==> config.mk <==
export PLATFORM = sky130hd
export DESIGN_NAME = packer
export DESIGN_NICKNAME = d
export VERILOG_FILES = /design/src/gbufPkg.sv /design/src/packerPkg.sv /design/src/packer.sv
export SDC_FILE = /design/constraint.sdc
export NUM_CORES = 1
export LEC_CHECK = 0
export BUFFER_PORTS_ARGS = -buffer_cell sky130_fd_sc_hd__buf_2
export CELL_PAD_IN_SITES_DETAIL_PLACEMENT = 0
export CELL_PAD_IN_SITES_GLOBAL_PLACEMENT = 2
export CORE_ASPECT_RATIO = 0.7
export CORE_UTILIZATION = 34
export CTS_CLUSTER_SIZE = 24
export DETAILED_ROUTE_END_ITERATION = 10
export GPL_TIMING_DRIVEN = 1
export PLACE_DENSITY_LB_ADDON = 0.05
export SYNTH_ARGS = -nofsm -noshare
export SYNTH_HDL_FRONTEND = slang
export SYNTH_SLANG_ARGS = --single-unit
==> constraint.sdc <==
create_clock -name clk -period 3.5 [get_ports clk]
set_input_delay 0.7 -clock clk [delete_from_list [all_inputs] [get_ports clk]]
set_output_delay 0.7 -clock clk [all_outputs]
set_load 0.1 [all_outputs]
==> src/gbufPkg.sv <==
/* Activation buffer geometry */

package gbufPkg;

    // ========================================
    // Buffer geometry defaults
    // ========================================

    // Byte address into the global activation buffer
    // 8 bits give 256 bytes of storage
    parameter int AddrWidthDef = 8;

    // One activation element per buffer entry
    parameter int DataWidthDef = 8;        // Byte wide

endpackage

==> src/packerPkg.sv <==
/* Lane packer defaults and state */

package packerPkg;

    // ========================================
    // Packing geometry
    // ========================================

    parameter int NumDataDef  = 4;         // Bytes per packed word
    parameter int NumLanesDef = 4;         // PE lanes fed by the reader

    // ========================================
    // Packer FSM encoding
    // ========================================

    // Read is the request level seen by the reader
    typedef enum logic {
        Idle = 1'b0,                       // Waiting for a start pulse
        Read = 1'b1                        // Fetching bytes from the buffer
    } packState_t;

endpackage

==> src/packer.sv <==
/* Lane packer */

`timescale 1ns/1ps

module packer #(
    parameter int NumData   = packerPkg::NumDataDef,
    parameter int DataWidth = gbufPkg::DataWidthDef,
    localparam int CntW     = $clog2(NumData) + 1,
    localparam int WordW    = NumData * DataWidth
) (
    input  logic                 clk,
    input  logic                 rst_n,
    input  logic [CntW-1:0]      NumPacker,      // 1 to NumData bytes
    input  logic                 Sta,            // Start pulse
    input  logic                 Bypass,         // Zero-count start
    input  logic                 ValDat,         // Byte on Dat this cycle
    input  logic [DataWidth-1:0] Dat,
    output logic                 ReqDat,         // Next-state request level
    output logic [WordW-1:0]     DatPacker,
    output logic                 NearFnhPacker   // Word final next cycle
);

    // ========================================
    // FSM
    // ========================================

    packerPkg::packState_t state;
    packerPkg::packState_t nextState;

    logic [CntW-1:0] cntFetch;                   // Bytes received so far
    logic [CntW-1:0] lastIdx;

    always_comb begin
        nextState = state;
        case (state)
            packerPkg::Idle: begin
                if (Sta && !Bypass) begin
                    nextState = packerPkg::Read;
                end
            end
            packerPkg::Read: begin
                if (NearFnhPacker) begin
                    nextState = packerPkg::Idle;  // Drop request on last byte
                end
            end
            default: nextState = packerPkg::Idle;
        endcase
    end

    always_ff @(posedge clk or negedge rst_n) begin
        if (!rst_n) begin
            state <= packerPkg::Idle;
        end else begin
            state <= nextState;
        end
    end

    assign ReqDat = (nextState == packerPkg::Read);

    // ========================================
    // Fetch count and finish
    // ========================================

    assign lastIdx = NumPacker - 1'b1;

    // Bypass with zero count finishes without a read
    assign NearFnhPacker = (Sta && Bypass && (NumPacker == '0))
                        || (ValDat && (cntFetch == lastIdx));

    always_ff @(posedge clk or negedge rst_n) begin
        if (!rst_n) begin
            cntFetch <= '0;
        end else if (NearFnhPacker) begin
            cntFetch <= '0;
        end else if (ValDat) begin
            cntFetch <= cntFetch + 1'b1;
        end
    end

    // Shift in at the low end, first byte drifts up
    always_ff @(posedge clk or negedge rst_n) begin
        if (!rst_n) begin
            DatPacker <= '0;
        end else if (Sta) begin
            DatPacker <= '0;                     // Upper bytes stay zero
        end else if (ValDat) begin
            DatPacker <= (DatPacker << DataWidth) | WordW'(Dat);
        end
    end

endmodule

[Word-level counts from Yosys, hierarchy flattened]
Index checks and enable logic that the tools add are counted.
Operators by class
  add/sub/neg operators: 2
  equality and inequality tests: 1
  muxes and demuxes: 7
  bitwise operators: 2
  reduce and logical (&&, ||, !) cells: 9
Operator list (number)
  32-bit two-way mux: 2
  32-bit by 8-bit bitwise OR with 32-bit output: 1
  3-bit two-way mux: 2
  1-bit logical AND: 4
  2-bit nonzero test: 2
  3-bit by 1-bit adder with 3-bit output, second input constant: 1
  3-bit == test: 1
  3-bit logical NOT: 1
  3-bit by 1-bit subtractor with 3-bit output, second input constant: 1
  1-bit two-way mux: 2
  1-bit case mux with 2 select lines: 1
  1-bit logical NOT: 1
  1-bit logical OR: 1
  1-bit NOT: 1
Word-level totals
  bits in registers: 36
  input port bits: 16
  output and inout port bits: 34
  word-level logic and storage cells: 24

[Logic depth before layout (Yosys ltp)]
  word-level depth: 6
  gate-level depth with buffers: 6
  gate-level depth less buffers: 6

[Worst setup path after synthesis]
No wires, ideal clock.
  path type: input port to output port
  start point: input NumPacker[0]
  end point: output ReqDat
  arrival: 2.724 ns
  data required time: 2.800 ns
  setup slack: 0.076 ns
  stages: 6
  path buffers: 0
  cells stage by stage: inv_1 > ha_1 > ha_1 > xor2_1 > a41o_2 > o21ai_2
On the way
  longest elaborated chain between the ends: 6
Ends and longest elaborated chain
  from (decl): line packer.sv:13  | input logic [CntW-1:0] NumPacker,
  3-bit by 1-bit subtractor with 3-bit output: line packer.sv:64  | assign lastIdx = NumPacker - 1'b1;
  3-bit == test: line packer.sv:68  | || (ValDat && (cntFetch == lastIdx));
  1-bit logical AND: line packer.sv:68
  1-bit logical OR *: line packer.sv:68
  net NearFnhPacker: line packer.sv:20  | output logic NearFnhPacker
  1-bit two-way mux *: line packer.sv:42  | if (NearFnhPacker) begin
  1-bit case mux with 2 select lines *: line packer.sv:35  | case (state)
  to (decl): line packer.sv:18  | output logic ReqDat,
Mark *: on every way through the listed nets, which the timed path passes. The rest lies on a longest branch.

[Final worst setup path]
  start point: input NumPacker[0]
  end point: output ReqDat
On the way
  longest elaborated chain between the ends: 6
Ends and longest elaborated chain (line)
  3-bit by 1-bit subtractor with 3-bit output: packer.sv:64
  3-bit == test: packer.sv:68
  1-bit logical AND: packer.sv:68
  1-bit logical OR *: packer.sv:68
  1-bit two-way mux *: packer.sv:42
  1-bit case mux with 2 select lines *: packer.sv:35
Mark *: on every way between the ends. The rest lies on a longest branch, timed or not.

==> flow_summary.ini <==
[outcome]
status = finished, final reports clean

[critical_path]
crit_path_end_kind = output port
reg2reg_to = state
crit_required_ns = 2.80
crit_end = ReqDat
worstSetupStartpoint = NumPacker[0]
critPathKind = in2out
rr_startpoint = cntFetch[0]
arrival_ns = 2.31
critPathMaxFanout = 5
reg2reg_slack_ns = 2.43
ff2ff_path_depth = 3
start_kind = input pin

[power]
p_total_uw = 1070
vdd_drop_max_mv = 0.249
leakage_uw = 0.00112
power_density_nw_per_um2 = 559

[sta]
fin_ws_ns = 0.488
rsz0062_at_grt = no
tightestPinTransition_ns = 0.781
slew_viol_final = 0
fin_crit_sh = 0.861
max_freq_ghz = 0.332
setup_viol = 0
skew_ns = 0.00151
fin_tns_setup_ns = 0
slew_headroom = 0.479
hold_violations = 0
period_needed_ns = 3.01

[global_route]
grt_pass1_wl_mm = 4.96
grt_overflow = 0
grt_pass1_vias = 1011
grt_max_degree = 37
grt_use_total = 0.135
antenna_found_initial = 0

[clock_network]
cts-root-buf = clkbuf_8
cts-htree-levels = 2
clock-sinks = 36
ctsResizeCount = 0
tritoncts = built
clk_latency_ns = 0.28
hold_buffers = 0
post_cts_buffers = 0
path_clk_slew_ns = 0.07
cts_buffers = 5
clk_path_buf_depth = 2

[routing]
antenna_left = 0
drtIter0Drc = 31
totalWireLength_mm = 3.04
via_per_inst = 4.54
drc = 0
routed-via-count = 1068
dr.pass1.iters = 4
routedWlPerCell_um = 12.9

[yosys]
synth.cell_area_um2 = 1560
seq_area_frac_synth = 0.576
synth_flop_cell = dfrtp_1
synth-edff-count = 0
ys_ff_latch = 36
synth_warnings = 0
syn_avg_cell_area_um2 = 12.0
synthTopCellsByCount = dfrtp_1 (36), nor2_1 (36), mux2i_1 (33)
synthTopCellsByArea = dfrtp_1 (58%), mux2i_1 (21%), nor2_1 (8.6%), buf_6 (2.9%), ha_1 (2.4%)
syn_inst = 130
synth_cell_types = 14
yosysTopAreaCellShare = 0.576
yosysTopAreaCell = dfrtp_1
async_reset_ff_frac = 1.00
synth_fp_nets = 149

[floorplanning]
die_w_um = 83.1
die_y_um = 58.7
ioPinCount = 50
dieArea_um2 = 4880
initial_core_util = 0.357
coreArea_um2 = 4380
fp-row-count = 20

[place]
port_buffers = 49
pre_cts_ws_ns = 0.478
hpwl_mm = 2.09
dp.cells = 227
place_congestion = 0.674

[layout]
nNetsFinal = 198
area_growth_pct = 22.0
final_cells = 235
nFillCells = 432
num_antenna_cells = 0
fin_util = 0.436
drive_gt1_frac = 0.322

[worst_hold_path]
hp-class = in2async

[job]
cap_violations = 0
sequential cells by signal (all words and copies together) (netlist names):
name       count
DatPacker     32
state          1
cntFetch       3
critical path: stages:
cell     delay, ns
buf_2         0.09
inv_1         0.04
ha_1          0.18
ha_1          0.28
xor2_1        0.14
a41o_2        0.30
o21ai_2       0.12
buf_2         0.44
cell type report:
class	instances	area (um2)	area share
tap	55	68.8	0.0361
inverter	4	15.0	0.00787
timing repair buffer	50	253	0.132
clock buffer	8	90.1	0.0472
sequential	36	901	0.472
multi-input combinational	82	581	0.304
per-stage QoR:
| stage | hold WS, ns | cell area (um2) |
|---|---|---|
| 3_5_place_dp | 0.508 | 1820 |
| 5_1_grt | 0.552 | 1910 |
| 2_1_floorplan | 0.404 | 1560 |
| 4_1_cts | 0.521 | 1910 |
| 6_report | 0.495 | 1910 |
| 3_3_place_gp | 0.497 | 1820 |
routing by layer:
layer | wire (um) | global-route usage | up-vias
met5 | 0 | 0 | -
met4 | 53 | 0.0665 | 0
met3 | 205 | 0.0533 | 7
met2 | 1340 | 0.207 | 29
met1 | 1440 | 0.170 | 510
li1 | - | - | 522
logic make-up after synthesis:
logic type / after synthesis / share of synthesized area
fa+ha+maj: 3 / 0.0240
buf+inv: 12 / 0.0528
xor+xnor: 5 / 0.0280
simple gates: 39 / 0.0952
flops: 36 / 0.576
compound gates: 2 / 0.0128
mux: 33 / 0.211
how the worst min path moves through the flow:
stage / endpoint / slack, ns / cells after the start
finish: DatPacker[18] / 0.50 / 1
global placement: DatPacker[31] / 0.50 / 2
floorplan: DatPacker[0] / 0.40 / 0
detailed placement: DatPacker[28] / 0.51 / 2
global route: DatPacker[29] / 0.55 / 2
CTS: DatPacker[27] / 0.52 / 1
where the power goes:
group,switching [uW],leakage (uW),internal [uW],total (uW)
logic,222,0.000583,71.0,293
registers,27.6,0.000487,450,477
clock network,136,0.0000455,160,296
total,386,0.00112,681,1070
placed cells by master (no fill, tap or decap):
cell type  instances
o21ai_2            1
nand2_1            2
dfrtp_1           36
inv_1              4
nor2_1            36
and3_1             1
clkbuf_1           2
xnor2_1            1
xor2_1             4
buf_4              1
buf_2             49
clkbuf_8           6
a41o_2             1
mux2i_1           33
ha_1               3
No activity file was read; power rests on OpenSTA's default activity.
