==> config.mk <==
export PLATFORM = sky130hd
export DESIGN_NAME = packResultCollector
export DESIGN_NICKNAME = d
export VERILOG_FILES = /design/src/gbufPkg.sv /design/src/packerPkg.sv /design/src/packResultCollector.sv
export SDC_FILE = /design/constraint.sdc
export NUM_CORES = 1
export LEC_CHECK = 0
export BUFFER_PORTS_ARGS = -buffer_cell sky130_fd_sc_hd__buf_2
export CAP_MARGIN = 40
export CORE_AREA = 2 2 118 120
export DETAILED_ROUTE_END_ITERATION = 8
export DIE_AREA = 0 0 120 122
export MAX_ROUTING_LAYER = met4
export PLACE_DENSITY_LB_ADDON = 0.25
export SETUP_SLACK_MARGIN = 0.5
export SYNTH_ARGS = -nofsm -noshare
export SYNTH_HDL_FRONTEND = slang
export SYNTH_SLANG_ARGS = --single-unit
export TNS_END_PERCENT = 100
==> constraint.sdc <==
create_clock -name clk -period 2.2 [get_ports clk]
set_clock_uncertainty 0.2 [all_clocks]
set_input_delay 0.22 -clock clk [delete_from_list [all_inputs] [get_ports clk]]
set_output_delay 0.22 -clock clk [all_outputs]
set_load 0.1 [all_outputs]
==> src/gbufPkg.sv <==
/* Activation buffer geometry */

package gbufPkg;

    // ========================================
    // Buffer geometry defaults
    // ========================================

    // Byte address into the global activation buffer
    // 8 bits give 256 bytes of storage
    parameter int AddrWidthDef = 8;

    // One activation element per buffer entry
    parameter int DataWidthDef = 8;        // Byte wide

endpackage

==> src/packerPkg.sv <==
/* Lane packer defaults and state */

package packerPkg;

    // ========================================
    // Packing geometry
    // ========================================

    parameter int NumDataDef  = 4;         // Bytes per packed word
    parameter int NumLanesDef = 4;         // PE lanes fed by the reader

    // ========================================
    // Packer FSM encoding
    // ========================================

    // Read is the request level seen by the reader
    typedef enum logic {
        Idle = 1'b0,                       // Waiting for a start pulse
        Read = 1'b1                        // Fetching bytes from the buffer
    } packState_t;

endpackage

==> src/packResultCollector.sv <==
/* Packed word result collector */

`timescale 1ns/1ps

module packResultCollector #(
    parameter int NumLanes  = packerPkg::NumLanesDef,
    parameter int NumData   = packerPkg::NumDataDef,
    parameter int DataWidth = gbufPkg::DataWidthDef,
    localparam int LaneW    = (NumLanes > 1) ? $clog2(NumLanes) : 1,
    localparam int WordW    = NumData * DataWidth
) (
    input  logic                      clk,
    input  logic                      rst_n,
    input  logic [NumLanes-1:0]       NearFnhPacker,  // Per-lane finish pulse
    input  logic [NumLanes*WordW-1:0] DatPacker,      // Lane 0 in low slice
    output logic                      ResultValid,    // One-cycle pulse
    output logic [LaneW-1:0]          ResultLane,
    output logic [WordW-1:0]          ResultData
);

    // ========================================
    // Capture
    // ========================================

    logic [NumLanes-1:0] finDly;                  // Word final this cycle
    logic [NumLanes-1:0] pending;
    logic [WordW-1:0]    slot [NumLanes];

    logic                pickValid;
    logic [LaneW-1:0]    pickIdx;

    always_ff @(posedge clk or negedge rst_n) begin
        if (!rst_n) begin
            finDly <= '0;
        end else begin
            finDly <= NearFnhPacker;
        end
    end

    always_ff @(posedge clk) begin
        for (int i = 0; i < NumLanes; i++) begin
            if (finDly[i]) begin
                slot[i] <= DatPacker[i*WordW +: WordW];
            end
        end
    end

    // ========================================
    // Emit lowest pending lane
    // ========================================

    // Descending scan leaves the lowest pending index
    always_comb begin
        pickValid = 1'b0;
        pickIdx   = '0;
        for (int i = NumLanes - 1; i >= 0; i--) begin
            if (pending[i]) begin
                pickValid = 1'b1;
                pickIdx   = LaneW'(i);
            end
        end
    end

    always_ff @(posedge clk or negedge rst_n) begin
        if (!rst_n) begin
            pending     <= '0;
            ResultValid <= 1'b0;
        end else begin
            for (int i = 0; i < NumLanes; i++) begin
                if (finDly[i]) begin
                    pending[i] <= 1'b1;
                end else if (pickValid && (pickIdx == LaneW'(i))) begin
                    pending[i] <= 1'b0;    // Emitted this cycle
                end
            end
            ResultValid <= pickValid;
        end
    end

    always_ff @(posedge clk) begin
        if (pickValid) begin
            ResultLane <= pickIdx;
            ResultData <= slot[pickIdx];
        end
    end

endmodule

### Yosys cells after proc, flatten, opt, wreduce, memory -nomap -nowiden

Memories as Yosys holds them, arrays and structs flattened. A register that Yosys moved wholly into a read port is not among the register bits.
Cells that the tools add are included.

* memories: 1
* register bits after elaboration: 11
* bits in writable memories: 128
* output and inout bits: 35
* input port bits: 134
* logic and storage cells: 44

* eq/ne operators: 3
* multiplexer cells: 24
* reductions and logical operators: 9

Memory list
* slot: words 4, width 32, read ports 1, clocked after memory_dff 1, wr ports 4, RTL line packResultCollector.sv:27 `logic [WordW-1:0] slot [NumLanes];`

Operator list (number)
* $mux W1: 20
* $mux W2: 4
* $reduce_bool A2 Y1: 4
* $eq A2 B2 Y1 const B: 2
* $logic_and A1 B1 Y1: 4
* $eq A2 B1 Y1 const B: 1
* $logic_not A2 Y1: 1

### Depth between registers and ports, before layout

* depth after elaboration: 8
* depth in mapped cells: 6

### Worst setup path before layout

No wires, ideal clock.

* kind: reg2reg
* start point: reg pending[2]
* end point: reg ResultData[0] (read register of slot) (enable)
* setup slack: 41 ps
* stages on the path, launching flop included: 5
* arrival time: 1567 ps
* data required time: 1608 ps
* buffers on the path: 2
* cell sequence: dfrtp_1 > buf_6 > clkbuf_1 > nor2_1 > nand2_1

* cells in the longest elaborated chain, start to end: 3
* elaborated cells between the ends (all ways): 6
* classes of those cells: 6 x mux

RTL lines
* from (decl): RTL line packResultCollector.sv:26 `logic [NumLanes-1:0] pending;`
* from (signal assigned): RTL line packResultCollector.sv:66 `pending <= '0;`
* from (signal, indexed assignment): RTL line packResultCollector.sv:71 `pending[i] <= 1'b1;`
* from (signal, indexed assignment): RTL line packResultCollector.sv:73 `pending[i] <= 1'b0;`
* $mux W1 (3 in a row): RTL line packResultCollector.sv:57 `if (pending[i]) begin`
* net pickValid: RTL line packResultCollector.sv:29 `logic pickValid;`
* to (decl): RTL line packResultCollector.sv:18 `output logic [WordW-1:0] ResultData`

The timed path passes the listed nets, and every way through them passes these cells.
A chain may end at the register's enable or synchronous reset.

### Worst setup path in the final report

* start point: reg pending[3]
* end point: reg ResultData[29] (read register of slot) (data pin)

* cells in the longest elaborated chain, start to end: 4
* elaborated cells between the ends (all ways): 8
* classes of those cells: 8 x mux

RTL lines (RTL line)
* $mux W2 / $mux W1 (equally long branches) (4 in a row): packResultCollector.sv:57

Several ways; a longest one is shown, not always the timed one.

==> results.md <==
- Status: finished clean
- Pre-antenna DRT Iters: 4
- Share of the synthesized area in the top cell type: about four fifths
- Clk sinks: about 170
- Area contributors post-synth: edfxtp_1 78%, a221o_1 5.2%, a22o_1 4.5%
- Max Cap Viol: 0
- Pin count of the biggest net entering global routing: 36
- Final instance area: ~9200 um^2
- Initial Util: between 40% and 50%
- Max VDD drop: approximately 850 uV
- Vias in the first global route: ~4500
- DR DRC count: 0
- Vias: about 4200
- Top cells by count, synth: 162 x edfxtp_1, 32 x a21oi_1, 32 x a221o_1, 32 x a22o_1, 32 x inv_1
- Total CTS buffers: 17
- Period minus WS final: roughly 1.7 ns
- H-tree Lvls: 4
- Kind of start point of the critical path: register
- Worst path cell trace: nor2b_4 -> buf_12 -> a221o_1 -> a22o_1
- Critical Path AT: roughly 1.6 ns
- Core area: approximately 14000 um^2
- Async SR Flop Fraction: under 10%
- Flop2flop setup slack: 0.53 ns
- Endpoint type of the worst setup path: register
- Post-Route WL: 15.2 mm
- Final-report hold violation count: 0
- Critical path class: register to register
- FMAX: 599 MHz
- Crit-path max cell delay: a little over 0.4 ns
- Final core utilization: just under 70%
- WL per Instance: ~18 um
- Hpwl dp: about 8.5 mm
- Crit share post-route: approximately 76%
- Post-route setup TNS: 0 ns
- CP Max Fanout: 21
- RSZ-0062 raised after global routing: true
- P_leak: roughly 3.8 nW
- Cell Pwr Density: approximately 860 nW/um^2
- Slowest cell on crit path: dfrtp_1
- Via-to-Cell Ratio: between 4 and 5
- Most frequent cell after synthesis: edfxtp_1
- Antenna Nets Post-Route: 0
- Yosys Warn Count: 0
- Yosys cell types: 18
- ANT cells: 0
- GRT Total Usage: 22.3%
- Die H: ~120 um
- Pre-CTS WS: between 0.4 and 0.5 ns
- Synthesized area: between 6000 and 7000 um^2
- Final setup margin: about 0.53 ns
- Reg clk slew, reported paths: approximately 0.070 ns
- Pins Over Slew Limit: 0
- Cell Rows: 43
- Gate Count Post-Synth: about 340
- Flops & latches, synth: about 170
- Area Overhead vs Synth: 48.9%
- Fillers: just over 900
- Syn Area/Cell: between 15 and 20 um^2
- Die width: roughly 120 um
- PortBufs: 168
- DR iter-0 viols: 368
- Worst Max-Slew Pin Slew: slightly above 0.8 ns
- Final Net Count: 783
- Worst-skew pair later-pin latency: ~0.43 ns
- Layout cells sized above 1: 33.7%
- Area after DPL: about 7300 um^2
- CP required: 2.17 ns
- Max-slew headroom: between 40% and 50%
- First-pass GRT wire length: about 23 mm
- Clock buffer depth: 2
- DIE AREA: 14600 um^2
- Global route overflow: 0
- Setup-failing EPs final: 0
- Root Driver: clkbuf_16
- Initial antenna violation count: 0
- TritonCTS clock tree: done
- EDFF count, synth: between 150 and 200
- Dominant cell type by area after synthesis: edfxtp_1
- Worst hold slack: between 0.2 and 0.25 ns
- Ys flop type: edfxtp_1
- Boundary Pins: ~170
- Hold/Removal Path Class: input pin to register
- Sequential area share after synthesis: roughly 82%
- RePlAce Congestion: slightly below 0.8
- Syn Nets: approximately 470
-- cell type report --
cell class                      instances  area, um^2  share of cell area, %
Sequential cell                       171        5100                   55.1
Clock inverter                         14         149                   1.61
Timing Repair Buffer                  317        2360                   25.6
Tap cell                              180         225                   2.44
Multi-Input combinational cell        110         861                   9.31
Clock buffer                           18         429                   4.64
Inverter                               32         120                   1.30
-- state kept, by name, summed over array words and instances (netlist names) --
name	count
slot	128
ResultData	32
finDly	4
pending	4
ResultLane	2
ResultValid	1
-- report_power, final --
group	switching (mW)	internal, mW
combinational	0.713	0.406
sequential	0.103	3.80
clock	1.23	1.67
total	2.05	5.87
-- critical path, delay by kind of cell (launching register included) --
kind,cells,cell delay [ns]
buffers and inverters,1,0.16
and+or+nand+nor,1,0.16
DFF,1,0.41
AOI/OAI and AO/OA,2,0.49
-- cells by family (layout without fill, tap and decap cells) --
family          after synthesis  after routing  synth area share (%)
flops                       171            171                  82.0
compound gates               99             99                  12.6
buf+inv                      57            381                  4.57
simple gates                 11             11                 0.906
-- what timing repair did --
item                       4_1_cts  5_1_grt
gates resized for setup          1        6
setup endpoints to repair       13       66
hold buffers                   134        0
buffers inserted                 0        3
pin swaps                        0        0
hold endpoints to repair       141        0
-- path summary, 6_finish.rpt --
| path | startpoint | to | cells after the start |
|---|---|---|---|
| worst min register to register | slot[0][10] | ResultData[10] | 1 |
| worst max-delay path | pending[3] | ResultData[29] | 4 |
| worst min-delay path | NearFnhPacker[1] | finDly[1] | 2 |
| max in group asynchronous | rst_n | pending[1] | 3 |
| min in group asynchronous | rst_n | ResultValid | 3 |
| worst max register to register | pending[3] | ResultData[29] | 4 |
-- per-stage QoR --
step	instances	power (mW)
final	842	7.92
after global routing	842	8.17
after CTS	839	7.95
after detailed placement	673	4.88
after global placement	673	4.86
after floorplan	338	4.60
-- per-layer routing --
layer	up-vias	track usage, %	part of all wire, %
met5	-	-	0
met3	24	3.75	4.1
met2	138	40.7	56
li1	1964	-	-
met4	0	9.71	2.0
met1	2030	23.8	38
-- cells in the final DEF (no fill, tap or decap), drive strengths merged --
master,n
a21o,1
a21oi,32
a221o,32
a22o,32
buf,183
bufinv,2
clkbuf,18
clkinv,7
clkinvlp,4
dfrtp,9
dlygate4sd3,134
edfxtp,162
inv,33
nand2,1
nand2b,2
nor2,4
nor2b,1
nor3,2
o21ai,1
o31ai,1
or2,1
Note: power is estimated with default switching activity, not from simulation.
